<file path="src/verilog/cpu_settings.svh">
// Assumes 8-bit data and 8-bit addresses with eight registers and eight I/O ports
`ifndef CPU_SETTINGS_SVH
`define CPU_SETTINGS_SVH

// ----------------------------------------------------------
// Word and register file geometry
// ----------------------------------------------------------
`define CPU_DATA_W   8      // Data and address width
`define CPU_REG_CNT  8      // Register count, index 0 is A and 1 is B

// ----------------------------------------------------------
// Reset vector and I/O map
// ----------------------------------------------------------
// The first fetch reads from this address
`define CPU_RESET_PC 8'h00
`define CPU_IO_PORTS 8      // OUT reaches ports 0 to 7 only

`endif

</file>
<file path="src/verilog/cpu_pkg.sv">
// Shared CPU types; opcode layout is fixed to one byte with the class in bits 7:6
`include "cpu_settings.svh"

package cpu_pkg;

  typedef logic [`CPU_DATA_W-1:0]          byte_t;   // Data or address word
  typedef logic [$clog2(`CPU_REG_CNT)-1:0] regid_t;  // Register index

  localparam regid_t REG_A = 3'd0;  // Accumulator and ALU destination
  localparam regid_t REG_B = 3'd1;  // Second ALU operand

  // ----------------------------------------------------------
  // Opcode encodings
  // ----------------------------------------------------------
  // Class 00 carries a group in bits 5:3 and a sub-field in bits 2:0
  localparam logic [1:0] CLS_CTRL = 2'b00;
  localparam logic [1:0] CLS_ALU  = 2'b01;  // 01_op_xxx
  localparam logic [1:0] CLS_MOV  = 2'b10;  // 10_src_dst
  localparam regid_t GRP_MISC = 3'b000;     // 00_000_000 is NOP
  localparam regid_t GRP_OUT  = 3'b001;     // Sub-field is the port
  localparam regid_t GRP_LDI  = 3'b010;     // Sub-field is the destination
  localparam regid_t GRP_JMP  = 3'b011;     // Sub-field is the condition
  localparam regid_t SUB_HLT  = 3'b101;
  localparam regid_t SUB_CMP  = 3'b110;

  typedef enum logic [2:0] {
    ALU_ADD = 3'b000,
    ALU_SUB = 3'b001,
    ALU_INC = 3'b010,
    ALU_DEC = 3'b011,
    ALU_AND = 3'b100,
    ALU_OR  = 3'b101,
    ALU_XOR = 3'b110,
    ALU_ADC = 3'b111
  } alu_op_t;

  typedef enum logic [2:0] {
    JMP_JMP = 3'b000,
    JMP_JZ  = 3'b001,
    JMP_JNZ = 3'b010,
    JMP_JC  = 3'b011,  // Taken when A < B after CMP
    JMP_JNC = 3'b100
  } jmp_cond_t;

  // One opcode byte read two ways
  typedef union packed {
    struct packed {
      logic [1:0] cls;
      alu_op_t    op;
      regid_t     dst;  // Ignored, ALU results always go to A
    } alu_fmt;
    struct packed {
      logic [1:0] cls;
      regid_t     src;  // Group in class 00
      regid_t     dst;  // Sub-field in class 00
    } mov_fmt;
  } instr_u;

  typedef struct packed {
    logic zero;
    logic carry;  // Also the borrow of SUB, DEC and CMP
  } flags_t;

  typedef enum logic [2:0] {
    BUS_PC,
    BUS_ALU,
    BUS_REG,
    BUS_IMM,
    BUS_MEM
  } bus_src_t;

  typedef struct packed {
    byte_t addr;   // Memory address or I/O port
    byte_t wdata;
    logic  write;
    logic  io;
  } mem_cmd_t;

  typedef struct packed {
    logic     ir_load;
    logic     imm_load;
    logic     mar_load;
    logic     pc_inc;
    logic     pc_load;
    logic     rf_write;
    logic     alu_exec;
    bus_src_t bus_src;
    regid_t   rf_wsel;
    regid_t   rf_rsel;
  } ctrl_t;

  typedef enum logic [3:0] {
    ST_NEXT = 4'd0,  // Decode and point MAR past the opcode
    ST_FETCH_PC,
    ST_FETCH_INST,
    ST_FETCH_IMM,
    ST_LOAD_IMM,
    ST_MOV,
    ST_ALU_EXEC,
    ST_ALU_WB,
    ST_JUMP,
    ST_OUT,
    ST_HALT
  } state_t;

endpackage

</file>
<file path="src/verilog/cpu_regfile.sv">
// Register file clears to zero on reset; A and B are hard views for the ALU
`include "cpu_settings.svh"

module cpu_regfile (
  input  logic            clk,
  input  logic            reset,
  input  logic            write,
  input  cpu_pkg::regid_t wsel,
  input  cpu_pkg::regid_t rsel,
  input  cpu_pkg::byte_t  wdata,
  output cpu_pkg::byte_t  rdata,
  output cpu_pkg::byte_t  rega,
  output cpu_pkg::byte_t  regb
);
  import cpu_pkg::*;

  byte_t regs [`CPU_REG_CNT];  // Register 7 is ordinary storage

  always_ff @(posedge clk or posedge reset) begin
    if (reset) begin
      for (int i = 0; i < `CPU_REG_CNT; i++) begin
        regs[i] <= '0;
      end
    end else if (write) begin
      regs[wsel] <= wdata;  // Visible on the read port next cycle
    end
  end

  // Read side
  assign rdata = regs[rsel];   // Bus source for MOV
  assign rega  = regs[REG_A];  // ALU in_a and OUT data
  assign regb  = regs[REG_B];

endmodule

</file>
<file path="src/verilog/cpu_alu.sv">
// ALU result and Zero/Carry flags register one cycle after exec and hold otherwise
module cpu_alu (
  input  logic             clk,
  input  logic             reset,
  input  logic             exec,
  input  cpu_pkg::alu_op_t op,
  input  cpu_pkg::byte_t   in_a,
  input  cpu_pkg::byte_t   in_b,
  output cpu_pkg::byte_t   result,
  output cpu_pkg::flags_t  flags
);
  import cpu_pkg::*;

  logic [8:0] calc;  // Bit 8 is carry out or borrow

  always_comb begin
    case (op)
      ALU_ADD: calc = {1'b0, in_a} + {1'b0, in_b};
      ALU_SUB: calc = {1'b0, in_a} - {1'b0, in_b};  // Borrow wraps into bit 8
      ALU_INC: calc = {1'b0, in_a} + 9'd1;
      ALU_DEC: calc = {1'b0, in_a} - 9'd1;
      ALU_AND: calc = {1'b0, in_a & in_b};
      ALU_OR:  calc = {1'b0, in_a | in_b};
      ALU_XOR: calc = {1'b0, in_a ^ in_b};
      ALU_ADC: calc = {1'b0, in_a} + {1'b0, in_b} + 9'(flags.carry);  // Stored carry
      default: calc = '0;
    endcase
  end

  // Result and flags update together
  always_ff @(posedge clk or posedge reset) begin
    if (reset) begin
      result <= '0;
      flags  <= '0;
    end else if (exec) begin
      result      <= calc[7:0];
      flags.zero  <= (calc[7:0] == 8'd0);
      flags.carry <= calc[8];  // Logic ops clear carry
    end
  end

  // The controller must hand over a resolved opcode when it fires the ALU
  a_op_known: assert property (@(posedge clk) disable iff (reset)
    exec |-> !$isunknown(op))
    else $error("ALU exec with undefined op");

endmodule

</file>
<file path="src/verilog/cpu_datapath.sv">
// Datapath with one internal bus mux; PC and MAR reset to the reset vector
`include "cpu_settings.svh"

module cpu_datapath (
  input  logic             clk,
  input  logic             reset,
  input  cpu_pkg::ctrl_t   ctrl,
  input  cpu_pkg::byte_t   mem_data,
  input  cpu_pkg::alu_op_t alu_op,
  output cpu_pkg::instr_u  instr,
  output cpu_pkg::flags_t  flags,
  output cpu_pkg::byte_t   mar,
  output cpu_pkg::byte_t   bus_a
);
  import cpu_pkg::*;

  byte_t pc;
  byte_t imm;         // Immediate or jump target
  byte_t bus;         // Internal bus
  byte_t rf_rdata;
  byte_t alu_result;
  byte_t regb;

  // ----------------------------------------------------------
  // Bus mux, one source per cycle
  // ----------------------------------------------------------
  always_comb begin
    case (ctrl.bus_src)
      BUS_PC:  bus = pc;
      BUS_ALU: bus = alu_result;
      BUS_REG: bus = rf_rdata;
      BUS_IMM: bus = imm;
      BUS_MEM: bus = mem_data;   // Held read byte from the memory port
      default: bus = '0;
    endcase
  end

  always_ff @(posedge clk or posedge reset) begin
    if (reset) begin
      pc    <= `CPU_RESET_PC;
      mar   <= `CPU_RESET_PC;  // First fetch needs no MAR load
      instr <= '0;             // NOP
    end else begin
      if (ctrl.pc_load) pc <= bus;                      // Taken jump
      else if (ctrl.pc_inc) pc <= pc + byte_t'(1);
      if (ctrl.mar_load) mar <= bus;
      if (ctrl.ir_load) instr <= bus;
    end
  end

  always_ff @(posedge clk) begin
    if (ctrl.imm_load) imm <= bus;
  end

  cpu_regfile u_regfile (
    .clk   (clk),
    .reset (reset),
    .write (ctrl.rf_write),
    .wsel  (ctrl.rf_wsel),
    .rsel  (ctrl.rf_rsel),
    .wdata (bus),
    .rdata (rf_rdata),
    .rega  (bus_a),   // A also feeds OUT
    .regb  (regb)
  );

  cpu_alu u_alu (
    .clk    (clk),
    .reset  (reset),
    .exec   (ctrl.alu_exec),
    .op     (alu_op),
    .in_a   (bus_a),
    .in_b   (regb),
    .result (alu_result),
    .flags  (flags)
  );

  // Microcode never asks for both PC updates in one state
  a_pc_excl: assert property (@(posedge clk) disable iff (reset)
    !(ctrl.pc_inc && ctrl.pc_load))
    else $error("PC increment and load together");

endmodule

</file>
<file path="src/verilog/cpu_ctrl.sv">
// Microcode FSM; leaves reset in the first fetch and waits on xfer_done in every memory state
`include "cpu_settings.svh"

module cpu_ctrl (
  input  logic              clk,
  input  logic              reset,
  input  cpu_pkg::instr_u   instr,
  input  cpu_pkg::flags_t   flags,
  input  logic              xfer_done,
  output cpu_pkg::ctrl_t    ctrl,
  output cpu_pkg::alu_op_t  alu_op,
  output logic              xfer_start,
  output cpu_pkg::mem_cmd_t xfer_cmd,
  output logic              halted,
  input  cpu_pkg::byte_t    mar,
  input  cpu_pkg::byte_t    bus_a
);
  import cpu_pkg::*;

  state_t state;
  state_t state_nxt;
  logic   xfer_busy;   // Request issued, waiting for done
  logic   mem_state;
  logic   is_cmp;
  logic   jmp_take;

  // ----------------------------------------------------------
  // Decode helpers
  // ----------------------------------------------------------
  assign is_cmp = (instr.mov_fmt.cls == CLS_CTRL) && (instr.mov_fmt.src == GRP_MISC) &&
                  (instr.mov_fmt.dst == SUB_CMP);
  assign alu_op = is_cmp ? ALU_SUB : instr.alu_fmt.op;  // CMP reuses SUB

  always_comb begin
    case (jmp_cond_t'(instr.mov_fmt.dst))
      JMP_JMP: jmp_take = 1'b1;
      JMP_JZ:  jmp_take = flags.zero;
      JMP_JNZ: jmp_take = !flags.zero;
      JMP_JC:  jmp_take = flags.carry;
      JMP_JNC: jmp_take = !flags.carry;
      default: jmp_take = 1'b0;   // Unused codes fall through
    endcase
  end

  // ----------------------------------------------------------
  // Transfer requests
  // ----------------------------------------------------------
  assign mem_state  = state inside {ST_FETCH_INST, ST_FETCH_IMM, ST_OUT};
  assign xfer_start = mem_state && !xfer_busy;  // One request per memory state

  always_comb begin
    xfer_cmd.addr  = mar;      // Reads come from MAR
    xfer_cmd.wdata = bus_a;
    xfer_cmd.write = 1'b0;
    xfer_cmd.io    = 1'b0;
    if (state == ST_OUT) begin
      xfer_cmd.addr  = byte_t'(instr.mov_fmt.dst) & byte_t'(`CPU_IO_PORTS - 1);
      xfer_cmd.write = 1'b1;
      xfer_cmd.io    = 1'b1;
    end
  end

  // ----------------------------------------------------------
  // Strobes and next state
  // ----------------------------------------------------------
  always_comb begin
    ctrl         = '0;
    ctrl.bus_src = BUS_PC;
    ctrl.rf_wsel = REG_A;
    ctrl.rf_rsel = instr.mov_fmt.src;
    state_nxt    = state;
    case (state)
      ST_NEXT: begin
        ctrl.mar_load = 1'b1;   // PC already past the opcode
        case (instr.mov_fmt.cls)
          CLS_ALU: state_nxt = ST_ALU_EXEC;
          CLS_MOV: state_nxt = ST_MOV;
          CLS_CTRL: begin
            case (instr.mov_fmt.src)
              GRP_LDI, GRP_JMP: state_nxt = ST_FETCH_IMM;
              GRP_OUT:          state_nxt = ST_OUT;
              GRP_MISC: begin
                if (instr.mov_fmt.dst == SUB_HLT) state_nxt = ST_HALT;
                else if (is_cmp) state_nxt = ST_ALU_EXEC;
                else state_nxt = ST_FETCH_INST;   // NOP
              end
              default: state_nxt = ST_FETCH_INST;
            endcase
          end
          default: state_nxt = ST_FETCH_INST;      // Class 11 acts as NOP
        endcase
      end
      ST_FETCH_PC: begin
        ctrl.mar_load = 1'b1;
        state_nxt     = ST_FETCH_INST;
      end
      ST_FETCH_INST: begin
        ctrl.bus_src = BUS_MEM;
        if (xfer_done) begin
          ctrl.ir_load = 1'b1;
          ctrl.pc_inc  = 1'b1;
          state_nxt    = ST_NEXT;
        end
      end
      ST_FETCH_IMM: begin
        ctrl.bus_src = BUS_MEM;
        if (xfer_done) begin
          ctrl.imm_load = 1'b1;
          ctrl.pc_inc   = 1'b1;   // Skip the operand byte
          state_nxt     = (instr.mov_fmt.src == GRP_JMP) ? ST_JUMP : ST_LOAD_IMM;
        end
      end
      ST_LOAD_IMM: begin
        ctrl.bus_src  = BUS_IMM;
        ctrl.rf_write = 1'b1;
        ctrl.rf_wsel  = instr.mov_fmt.dst;
        state_nxt     = ST_FETCH_PC;
      end
      ST_MOV: begin
        ctrl.bus_src  = BUS_REG;
        ctrl.rf_write = 1'b1;
        ctrl.rf_wsel  = instr.mov_fmt.dst;
        state_nxt     = ST_FETCH_PC;
      end
      ST_ALU_EXEC: begin
        ctrl.alu_exec = 1'b1;
        state_nxt     = is_cmp ? ST_FETCH_PC : ST_ALU_WB;  // CMP keeps A
      end
      ST_ALU_WB: begin
        ctrl.bus_src  = BUS_ALU;
        ctrl.rf_write = 1'b1;
        state_nxt     = ST_FETCH_PC;
      end
      ST_JUMP: begin
        ctrl.bus_src = BUS_IMM;
        ctrl.pc_load = jmp_take;
        state_nxt    = ST_FETCH_PC;
      end
      ST_OUT: if (xfer_done) state_nxt = ST_FETCH_PC;
      ST_HALT: state_nxt = ST_HALT;   // Only reset leaves
      default: state_nxt = ST_FETCH_PC;
    endcase
  end

  always_ff @(posedge clk or posedge reset) begin
    if (reset) begin
      state     <= ST_FETCH_INST;   // MAR holds the reset vector
      xfer_busy <= 1'b0;
    end else begin
      state <= state_nxt;
      if (xfer_start) xfer_busy <= 1'b1;
      else if (xfer_done) xfer_busy <= 1'b0;
    end
  end

  assign halted = (state == ST_HALT);

  a_state_legal: assert property (@(posedge clk) disable iff (reset)
    state inside {ST_NEXT, ST_FETCH_PC, ST_FETCH_INST, ST_FETCH_IMM, ST_LOAD_IMM, ST_MOV,
                  ST_ALU_EXEC, ST_ALU_WB, ST_JUMP, ST_OUT, ST_HALT})
    else $error("Controller left the state set");

endmodule

</file>
<file path="src/verilog/cpu_mem_port.sv">
// Four-phase req/ack master; a new xfer_start is only honoured while idle
module cpu_mem_port (
  input  logic              clk,
  input  logic              reset,
  input  logic              xfer_start,
  input  cpu_pkg::mem_cmd_t xfer_cmd,
  output logic              xfer_done,
  output cpu_pkg::byte_t    xfer_rdata,
  output logic              mem_req,
  output cpu_pkg::mem_cmd_t mem_cmd,
  input  logic              mem_ack,
  input  cpu_pkg::byte_t    mem_rdata
);

  typedef enum logic [1:0] {
    MP_IDLE,
    MP_REQ,   // req high, waiting for ack
    MP_REL    // req dropped, waiting for ack to fall
  } mp_state_t;

  mp_state_t state;

  always_ff @(posedge clk or posedge reset) begin
    if (reset) begin
      state     <= MP_IDLE;
      mem_req   <= 1'b0;
      xfer_done <= 1'b0;
    end else begin
      xfer_done <= 1'b0;   // Single-cycle pulse
      case (state)
        MP_IDLE: if (xfer_start) begin
          mem_req <= 1'b1;
          state   <= MP_REQ;
        end
        MP_REQ: if (mem_ack) begin
          mem_req <= 1'b0;
          state   <= MP_REL;
        end
        MP_REL: if (!mem_ack) begin
          xfer_done <= 1'b1;
          state     <= MP_IDLE;
        end
        default: state <= MP_IDLE;
      endcase
    end
  end

  // Command held for the whole handshake, read byte held until reused
  always_ff @(posedge clk) begin
    if (state == MP_IDLE && xfer_start) mem_cmd <= xfer_cmd;
    if (state == MP_REQ && mem_ack && !mem_cmd.write) xfer_rdata <= mem_rdata;
  end

  a_cmd_stable: assert property (@(posedge clk) disable iff (reset)
    $past(mem_req) && mem_req |-> $stable(mem_cmd))
    else $error("mem_cmd changed during request");

  a_req_after_ack: assert property (@(posedge clk) disable iff (reset)
    $fell(mem_req) |-> $past(mem_ack))
    else $error("mem_req dropped before mem_ack");

endmodule

</file>
<file path="src/verilog/cpu.sv">
// CPU top level; the responder must follow the four-phase req/ack rule on mem_req
module cpu (
  input  logic              clk,
  input  logic              reset,
  output logic              mem_req,
  output cpu_pkg::mem_cmd_t mem_cmd,
  input  logic              mem_ack,
  input  cpu_pkg::byte_t    mem_rdata,
  output logic              halted
);
  import cpu_pkg::*;

  ctrl_t    ctrl;        // Controller strobes
  alu_op_t  alu_op;
  instr_u   instr;
  flags_t   flags;
  byte_t    mar;
  byte_t    bus_a;       // Register A for OUT
  logic     xfer_start;
  logic     xfer_done;
  mem_cmd_t xfer_cmd;
  byte_t    xfer_rdata;

  cpu_datapath u_datapath (
    .clk      (clk),
    .reset    (reset),
    .ctrl     (ctrl),
    .mem_data (xfer_rdata),
    .alu_op   (alu_op),
    .instr    (instr),
    .flags    (flags),
    .mar      (mar),
    .bus_a    (bus_a)
  );

  cpu_ctrl u_ctrl (
    .clk        (clk),
    .reset      (reset),
    .instr      (instr),
    .flags      (flags),
    .xfer_done  (xfer_done),
    .ctrl       (ctrl),
    .alu_op     (alu_op),
    .xfer_start (xfer_start),
    .xfer_cmd   (xfer_cmd),
    .halted     (halted),
    .mar        (mar),
    .bus_a      (bus_a)
  );

  cpu_mem_port u_mem_port (
    .clk        (clk),
    .reset      (reset),
    .xfer_start (xfer_start),
    .xfer_cmd   (xfer_cmd),
    .xfer_done  (xfer_done),
    .xfer_rdata (xfer_rdata),
    .mem_req    (mem_req),
    .mem_cmd    (mem_cmd),
    .mem_ack    (mem_ack),
    .mem_rdata  (mem_rdata)
  );

endmodule

</file>
<file path="config.mk">
export PLATFORM = sky130hd
export DESIGN_NAME = cpu
export DESIGN_NICKNAME = d
export VERILOG_FILES = /design/src/verilog/cpu_pkg.sv /design/src/verilog/cpu_regfile.sv /design/src/verilog/cpu_alu.sv /design/src/verilog/cpu_datapath.sv /design/src/verilog/cpu_ctrl.sv /design/src/verilog/cpu_mem_port.sv /design/src/verilog/cpu.sv
export VERILOG_INCLUDE_DIRS = /design/src /design/src/verilog
export SDC_FILE = /design/constraint.sdc
export NUM_CORES = 1
export LEC_CHECK = 0
export BUFFER_PORTS_ARGS = -buffer_cell sky130_fd_sc_hd__buf_2
export CELL_PAD_IN_SITES_DETAIL_PLACEMENT = 1
export CELL_PAD_IN_SITES_GLOBAL_PLACEMENT = 1
export CORE_MARGIN = 2
export CORE_UTILIZATION = 30
export DETAILED_ROUTE_END_ITERATION = 7
export PLACE_DENSITY_LB_ADDON = 0.1
export SLEW_MARGIN = 20
export SYNTH_ARGS = -nofsm -noshare
export SYNTH_HDL_FRONTEND = slang
export SYNTH_SLANG_ARGS = --single-unit
</file>
<file path="constraint.sdc">
create_clock -name clk -period 4.6 [get_ports clk]
set_input_delay 0.92 -clock clk [delete_from_list [all_inputs] [get_ports clk]]
set_output_delay 0.92 -clock clk [all_outputs]
set_load 0.005 [all_outputs]
</file>
Word-level counts from Yosys, hierarchy flattened
Index checks and enable logic that the tools add are counted.

word-level totals
  flip-flop bits (word level) = 141
  output and inout bits = 20
  logic and storage cells = 157

operators by class
  $add $sub $neg = 6
  $lt $le $gt $ge = 3
  eq/ne operators = 40
  muxes and demuxes = 45
  bitwise operators = 5
  reduce and logical (&&, ||, !) cells = 32

operators with widths
  operator                                                            number
  9-bit one-hot mux with 8 select lines                               1
  64-bit bitwise mux                                                  1
  8-bit two-way mux                                                   5
  8-bit one-hot mux with 5 select lines                               1
  4-bit one-hot mux with 7 select lines                               1
  8-bit binary-select mux with 3-bit select                           1
  8-bit demux with 3-bit select                                       1
  3-bit by 2-bit == test with 1-bit output, second input constant     8
  3-bit == test, second input constant                                8
  4-bit one-hot mux with 3 select lines                               2
  4-bit two-way mux                                                   5
  4-bit by 3-bit == test with 1-bit output, second input constant     4
  3-bit two-way mux                                                   5
  1-bit two-way mux                                                   14
  3-bit by 1-bit == test with 1-bit output, second input constant     4
  4-bit == test, second input constant                                3
  3-bit logical NOT                                                   4
  3-bit one-hot mux with 4 select lines                               1
  2-bit OR reduction                                                  5
  8-bit by 1-bit adder with 9-bit output, second input constant       1
  8-bit by 8-bit adder with 9-bit output                              1
  9-bit by 1-bit adder with 9-bit output                              1
  3-bit AND reduction                                                 3
  8-bit by 1-bit subtractor with 9-bit output, second input constant  1
  other kinds (26)                                                    50

Depth between registers and ports, before layout
Gate-level depths: netlist (run 1).

  depth in word-level cells = 9
  gate-level depth with buffers = 15
  mapped depth without buffers = 14

Modules after synthesis
Synthesis (run 1) repeated with hierarchy kept, for this count alone.

unflattened totals
  cell total of the unflattened synthesis = 713
  area, all modules = 8267.9 um^2

by module, submodules not included
  module        times used  cells each  area an instance (um^2)  sequential area each (um^2)
  cpu_regfile   1           189         3129.3                   1601.5
  cpu_alu       1           229         1865.5                   250.2
  cpu_datapath  1           153         1569.0                   840.8
  cpu_mem_port  1           43          960.9                    880.8
  cpu_ctrl      1           99          743.2                    126.4

Worst setup path after synthesis (run 1)
OpenSTA, ideal clock, no wires.

  path kind = register -> register
  start = reg u_datapath.instr[4] (netlist bit)
  end = reg u_datapath.u_alu.result[7]
  setup time = 0.125 ns
  data arrival time = 3.387 ns
  slack = 1.088 ns
  cell stages (with the launch flop) = 15
  period minus slack after synthesis = 3.512 ns
  path through = dfrtp_1 buf_2 buf_1 nand2_1 nor2_1 a21oi_1 ha_1 nor2b_1 o2111a_1 o31ai_1 xor2_1 a31oi_1 o21a_1 o22a_1 mux2_2

on the way
  word-level cells in the longest chain between the ends = 6
  elaborated cells on any way between the ends = 13

ends and longest elaborated chain
  item                                       RTL line            text
  start, declared                            cpu_datapath.sv:10  output cpu_pkg::instr_u instr,
  start signal, assigned                     cpu_datapath.sv:47  if (ctrl.ir_load) instr <= bus;
  3-bit logical NOT                          cpu_ctrl.sv:30      assign is_cmp = (instr.mov_fmt.cls == CLS_CTRL) && (instr.mov_fmt.src == GRP_MISC) &&
  1-bit logical AND (2 in a row)             cpu_ctrl.sv:30
  3-bit two-way mux (*)                      cpu_ctrl.sv:32      assign alu_op = is_cmp ? ALU_SUB : instr.alu_fmt.op;
  3-bit == test (tied with other cells)      cpu_alu.sv:17       case (op)
  9-bit one-hot mux with 8 select lines (*)  cpu_alu.sv:17
  end signal, assigned                       cpu_alu.sv:36       result <= calc[7:0];
  end, declared                              cpu_alu.sv:9        output cpu_pkg::byte_t result,

Every way passes the cells marked *; elsewhere a longest branch is shown, timed or not.
A chain may end at the register's enable or synchronous reset.

Worst setup path in the final report (run 1)
  start = reg u_datapath.instr[5] (netlist bit)
  end = reg u_datapath.u_alu.flags[1] (netlist name)

on the way
  word-level cells in the longest chain between the ends = 7
  elaborated cells on any way between the ends = 14

ends and longest elaborated chain
  item                                       RTL line        text
  3-bit logical NOT                          cpu_ctrl.sv:30
  1-bit logical AND (2 in a row)             cpu_ctrl.sv:30
  3-bit two-way mux (*)                      cpu_ctrl.sv:32
  3-bit == test (tied with other cells)      cpu_alu.sv:17
  9-bit one-hot mux with 8 select lines (*)  cpu_alu.sv:17
  8-bit logical NOT (*)                      cpu_alu.sv:37   flags.zero <= (calc[7:0] == 8'd0);

Marked as above.

==> run metrics, run 1 <==
Fin Setup TNS=0 ns; minimum clock period=between 3 and 4 ns; sequential area share after synthesis=0.489; number of flops mapped to enable cells by yosys=33; later-pin clock latency in the skew report=0.43 ns; routability-driven placement congestion ratio=around 0.81; TritonCTS clock tree=built; syn nets=just over 800; CTS H-tree lvls=4; vias per inst=about 5.2; average cell area after synthesis=approximately 9.7 µm²; Final Hold Viols=0; Syn Inst Count=about 780; cell area power density=~770 nW/µm²; TritonCTS Buffers=17; total core area=24500 µm²; # IOs=31; Leak=roughly 3.7 nW; Routed WL=~23 mm; share of cells above drive strength 1=0.143; initial antenna violation count=1; Slew @ Worst Pin=between 1 and 1.5 ns; die span in y=roughly 160 µm; Syn. warnings=0; cell taking the most area after synthesis=dfrtp_1; CP Launch Type=flop; Max stage delay on crit path=about 0.43 ns; fraction of registers with async set/reset=0.764; final worst-path setup slack=1.17 ns; Post-CTS Hold Buffers=0; Pre-antenna DRT Iters=7; Area Overhead vs Synth=15.1%; Most Frequent Cell on Critical Path=a21oi_1; detailed router's first-iteration violation count=about 350; Highest Clock Rate=292 MHz; class of the worst hold path=flop to flop; synth top area cells=dfrtp_1, edfxtp_1, nand2_1, o21ai_0, mux4_2; CTS Root Cell=clkbuf_16; post-CTS setup buffer count=0; clk_skew=0.0101 ns; Critical Path End Type=flop; slew margin rel.=0.269; Max Slew Vio Count=0; Reg clk slew, reported paths=about 0.060 ns; # DRC=0; Max FO, Critical Path=10; CP max stage cell=fa_1; number of global-route vias before repair=6352; pre-CTS setup slack=around 1.2 ns; design area=about 8600 µm²; synthesized cell area=roughly 7500 µm²; count of different cell masters after synthesis=61; Die Area=26300 µm²; Post-DP Area=about 8000 µm²; RSZ-0062 raised after global routing=no; Final period util=0.745; final setup vio count=0; Routed Antenna Nets=0; crit path kind=flop to flop; total track usage=0.186; register-to-register path setup slack=approximately 1.2 ns; synthesis-stage register bit count=140; Cell Rows=57; critical path required time=between 4 and 5 ns; Max IR drop VDD=~0.00027 V; CTS sink count=140; top-area cell type share of the netlist area=0.354; Port Buffers=30; pin count of the biggest net entering global routing=52; Antenna Cells=0; critical-path cell list=clkinv_1 -> nand2_1 -> nor2_1 -> a21oi_1 -> inv_1 -> fa_1 -> nor2b_1 -> o221ai_1 -> a21oi_1 -> mux2_2 -> a32oi_1 -> o22ai_1 -> nand4b_1 -> o31ai_2; outcome=complete, no violations; GR Overflow Total=0; total number of vias=5917; Total Power=around 0.0066 W; Initial Util=0.307; nets=839; Die W=162 µm; Critical Path AT=between 3 and 4 ns; Final HPWL DP=approximately 17 mm; max-cap violations=0; wire per inst=just over 20 µm; first-pass GRT wire length=about 37 mm; Post-synth top flop=dfrtp_1; maximum buffer depth of the clock tree=2; cts repair resizes=0
## per-stage QoR
step,hold slack [ns],std cells,utilization
global route,0.509,1135,0.353
finish,0.479,1135,0.353
floorplan,0.440,776,-
global placement,0.456,1103,0.327
CTS,0.480,1135,0.353
detailed placement,0.469,1103,0.327
## placed cells by master (no fill, tap or decap), drive strengths merged, types with 5 or more instances in the layout
cell,count
o21a,6
o31ai,6
ha,28
clkbuf,18
mux2,9
xnor2,11
nor3,15
a211oi,5
nor2,53
edfxtp,33
o21ai,81
buf,46
mux4,16
nor2b,17
xor2,6
a21oi,61
inv,45
a31oi,7
nand3,11
nand2b,6
a222oi,9
nand2,139
dfrtp,106
## power breakdown
group	internal, W	switching [W]	leakage, nW
clock	0.000897	0.000588	0.309
sequential	0.00163	0.000399	1.73
combinational	0.00120	0.00193	1.64
total	0.00373	0.00291	3.67
## cell type report
cell class / instances / area, µm²
well taps: 324 / 405
inverters: 39 / 149
clock inverters: 14 / 176
repair buffers: 46 / 270
fillers: 2789 / 15800
flip-flops and latches: 140 / 3670
multi-input cells: 554 / 3510
clock buffers: 18 / 450
## routing by layer
metal,GRT usage,vias up,share of wire,routed length [µm]
met5,0,-,0.00051,12
met4,0.0611,2,0.023,537
met3,0.0335,32,0.027,629
met2,0.295,84,0.46,10900
met1,0.258,3013,0.49,11300
li1,-,2786,-,-
## logic make-up (layout without fill, tap and decap cells)
family | after synthesis | after routing | share of synthesized area
and+or+nand+nor | 270 | 270 | 0.161
buffers and inverters | 82 | 117 | 0.0442
adders and majority gates | 30 | 30 | 0.0521
AOI/OAI and AO/OA | 208 | 208 | 0.167
xor gates and xnor gates | 17 | 17 | 0.0199
DFF | 140 | 140 | 0.489
muxes | 29 | 29 | 0.0669
## worst max-delay path, delay by kind of cell (launching register included)
family | cells | cell delay [ns]
multiplexers | 1 | 0.25
AO/OA/AOI/OAI | 6 | 1.28
AND/OR/NAND/NOR | 4 | 0.86
flip-flops | 1 | 0.36
adder cells (fa/ha/maj) | 1 | 0.43
buffers and inverters | 2 | 0.17
## flip-flops by register name, indices dropped and copies added, names as in the netlist
name and count:
u_datapath.u_alu.result 8, u_ctrl.xfer_busy 1, u_datapath.instr 8, u_datapath.imm 8
u_mem_port.mem_req 1, u_mem_port.state 2, u_datapath.pc 8, u_mem_port.xfer_done 1
u_datapath.mar 8, u_mem_port.mem_cmd 17, u_datapath.u_alu.flags 2, u_datapath.u_regfile.rega 8
u_datapath.u_regfile.regb 8, u_ctrl.state 4, u_datapath.u_regfile.regs 48, u_mem_port.xfer_rdata 8
## path summary, 6_finish.rpt
check | startpoint | cells after the start | to
max in group asynchronous | reset | 3 | u_ctrl.state[1]$_DFFE_PP1P_
worst min register to register | u_datapath.u_regfile.regs[29]$_DFFE_PP0P_ | 2 | u_datapath.u_regfile.regs[29]$_DFFE_PP0P_
worst max register to register | u_datapath.instr[5]$_DFFE_PP0P_ | 14 | u_datapath.u_alu.flags[1]$_DFFE_PP0N_
worst min-delay path | u_datapath.u_regfile.regs[29]$_DFFE_PP0P_ | 2 | u_datapath.u_regfile.regs[29]$_DFFE_PP0P_
worst max-delay path | u_datapath.instr[5]$_DFFE_PP0P_ | 14 | u_datapath.u_alu.flags[1]$_DFFE_PP0N_
min in group asynchronous | reset | 2 | u_datapath.u_regfile.regs[29]$_DFFE_PP0P_
## cell usage after synthesis, types with 4 or more instances
cell,number
nand2_1,138
dfrtp_1,106
o21ai_0,79
a21oi_1,61
nor2_1,53
inv_1,38
edfxtp_1,33
clkbuf_1,30
ha_1,28
nor2b_1,17
mux4_2,16
nor3_1,15
nand3_1,11
xnor2_1,11
a222oi_1,9
mux2_2,9
a31oi_1,7
buf_1,6
nand2b_1,6
o21a_1,6
xor2_1,6
a211oi_1,5
o31ai_1,5
buf_2,4
mux2i_1,4
nor3b_1,4
o211ai_1,4
o22ai_1,4
or2_2,4
(Power assumes the default switching activity.)
==> run 2, diff against run 1 <==
clock period = 3.54 ns   (was 4.6 ns; I/O delays follow)
==> run metrics, run 2 (synthesized netlist as in run 1, its figures left out) <==
outcome=complete, no violations (unchanged); die span in y=162 µm (unchanged); Routed WL=23.2 mm (was 23.4 mm); # DRC=0 (unchanged); RSZ-0062 raised after global routing=no (unchanged); GR Overflow Total=0 (unchanged); CTS Root Cell=clkbuf_16 (unchanged); share of cells above drive strength 1=0.151 (was 0.143); Max IR drop VDD=0.000363 V (was 0.000266 V); total core area=24500 µm² (unchanged); commonest non-fill, non-tap cell in the layout=nand2_1 (unchanged); post-CTS setup buffer count=0 (unchanged); critical-path cell list=ha_1 -> inv_1 -> fa_1 -> nor2b_1 -> o31ai_1 -> xnor2_1 -> nand4_1 -> nor2b_1 -> a21oi_1 -> o22a_1 -> mux2_2 (was clkinv_1 -> nand2_1 -> nor2_1 -> a21oi_1 -> inv_1 -> fa_1 -> nor2b_1 -> o221ai_1 -> a21oi_1 -> mux2_2 -> a32oi_1 -> o22ai_1 -> nand4b_1 -> o31ai_2); Most Frequent Cell on Critical Path=nor2b_1 (was a21oi_1); CP max stage cell=fa_1 (unchanged); critical path required time=3.84 ns (was 4.93 ns); Die Area=26300 µm² (unchanged); Pre-antenna DRT Iters=6 (was 7); detailed router's first-iteration violation count=432 (was 349); total track usage=0.186 (about the same); number of global-route vias before repair=6302 (was 6352); Highest Clock Rate=323 MHz (was 292 MHz); Routed Antenna Nets=0 (unchanged); Final Hold Viols=0 (unchanged); Final period util=0.874 (was 0.745); cell area power density=984 nW/µm² (was 770 nW/µm²); total number of vias=5882 (was 5917); largest registers=u_datapath.u_regfile.regs x48, u_mem_port.mem_cmd x17 (unchanged); minimum clock period=3.09 ns (was 3.43 ns); later-pin clock latency in the skew report=0.42 ns (was 0.43 ns); Area Overhead vs Synth=15.3% (was 15.1%); wire per inst=20.3 µm (was 20.6 µm); CTS H-tree lvls=4 (unchanged); Final HPWL DP=17.0 mm (was 16.8 mm); CP top delay family=adder cells (was compound AO/OA/AOI/OAI gates); CTS sink count=140 (unchanged); Critical Path End Type=flop (unchanged); Antenna Cells=0 (unchanged); Fin Setup TNS=0 ns (unchanged); Max stage delay on crit path=0.45 ns (was 0.43 ns); Critical Path AT=3.39 ns (was 3.76 ns); TritonCTS Buffers=17 (unchanged); Post-CTS Hold Buffers=0 (unchanged); final hold slack=0.367 ns (was 0.479 ns); fill count=2804 (was 2789); maximum buffer depth of the clock tree=2 (unchanged); Largest Register=u_datapath.u_regfile.regs (unchanged); slew margin rel.=0.383 (was 0.269); final setup vio count=0 (unchanged); most frequent cells in the layout=nand2_1, dfrtp_1, o21ai_0, a21oi_1, nor2_1 (unchanged); max reg flops=48 (unchanged); class of the worst hold path=input pin to async pin (was flop to flop); nets=848 (was 839); cts repair resizes=0 (unchanged); first-pass GRT wire length=37.1 mm (was 36.8 mm); CP Launch Type=flop (unchanged); initial antenna violation count=0 (was 1); Leak=3.70 nW (was 3.67 nW); Cell Rows=57 (unchanged); Port Buffers=30 (unchanged); Max Slew Vio Count=0 (unchanged); Reg clk slew, reported paths=0.07 ns (was 0.06 ns); max-cap violations=0 (unchanged); crit path kind=flop to flop (unchanged); vias per inst=5.14 (was 5.21); Die W=162 µm (unchanged); Slew @ Worst Pin=0.919 ns (was 1.10 ns); routability-driven placement congestion ratio=0.828 (was 0.808); Max FO, Critical Path=7 (was 10); # IOs=31 (unchanged); pin count of the biggest net entering global routing=59 (was 52); clk_skew=0.0167 ns (was 0.0101 ns); TritonCTS clock tree=built (unchanged); CP bufs+invs=1 (was 2); Initial Util=0.307 (unchanged)
==> run 2: final cells by class <==
type	instances	area [µm²]	area share
clock inverter	14	129	0.0149
multi-input combinational	554	3500	0.405
tap	324	405	0.0469
inverter	39	149	0.0172
clock buffer	18	439	0.0508
timing repair buffer	55	350	0.0405
sequential	140	3670	0.424
==> run 2: per-layer routing <==
layer | track usage | up-vias | share of wire
met5 | 0 | - | 0
met4 | 0.0398 | 0 | 0.0076
met3 | 0.0289 | 12 | 0.026
met2 | 0.298 | 75 | 0.47
met1 | 0.265 | 2991 | 0.50
li1 | - | 2804 | -
==> run 2: power breakdown <==
group / internal, W / switching, W / total [W]
sequential: 0.00212 / 0.000471 / 0.00259
clock: 0.00100 / 0.000761 / 0.00176
combinational: 0.00162 / 0.00254 / 0.00416
==> run 2: metrics by stage <==
| stage | cells | utilization | total power, W | instance area, µm² | worst slack, ns |
|---|---|---|---|---|---|
| final | 1144 | 0.353 | 0.00851 | 8650 | 0.447 |
| after global routing | 1144 | 0.353 | 0.00917 | 8650 | 0.227 |
| after CTS | 1144 | 0.353 | 0.00858 | 8650 | 0.485 |
| after detailed placement | 1112 | 0.330 | 0.00678 | 8080 | 0.495 |
| after global placement | 1112 | 0.330 | 0.00669 | 8080 | 0.571 |
| after floorplan | 776 | - | 0.00533 | 7500 | 0.0164 |
==> run 2: worst paths after layout <==
kind | from | slack, ns | depth (start not counted) | endpoint
max in group asynchronous | reset | 2.33 | 3 | u_ctrl.state[1]$_DFFE_PP1P_
hold reg to reg | u_ctrl.xfer_busy$_DFFE_PP0P_ | 0.47 | 1 | u_ctrl.xfer_busy$_DFFE_PP0P_
setup / recovery | u_datapath.u_regfile.regb[0]$_DFFE_PP0P_ | 0.45 | 11 | u_datapath.u_alu.result[7]$_DFFE_PP0N_
hold / removal | reset | 0.37 | 2 | u_datapath.u_regfile.regs[21]$_DFFE_PP0P_
min in group clk | mem_rdata[0] | 0.46 | 1 | u_mem_port.xfer_rdata[0]$_DFFE_PP_
setup reg to reg | u_datapath.u_regfile.regb[0]$_DFFE_PP0P_ | 0.45 | 11 | u_datapath.u_alu.result[7]$_DFFE_PP0N_
==> run 2: worst reg2reg max path, cell delays in order, from the launching register on <==
cell,delay [ns]
dfrtp_1,0.44
ha_1,0.30
inv_1,0.08
fa_1,0.45
nor2b_1,0.18
o31ai_1,0.09
xnor2_1,0.43
nand4_1,0.20
nor2b_1,0.21
a21oi_1,0.09
o22a_1,0.24
mux2_2,0.27
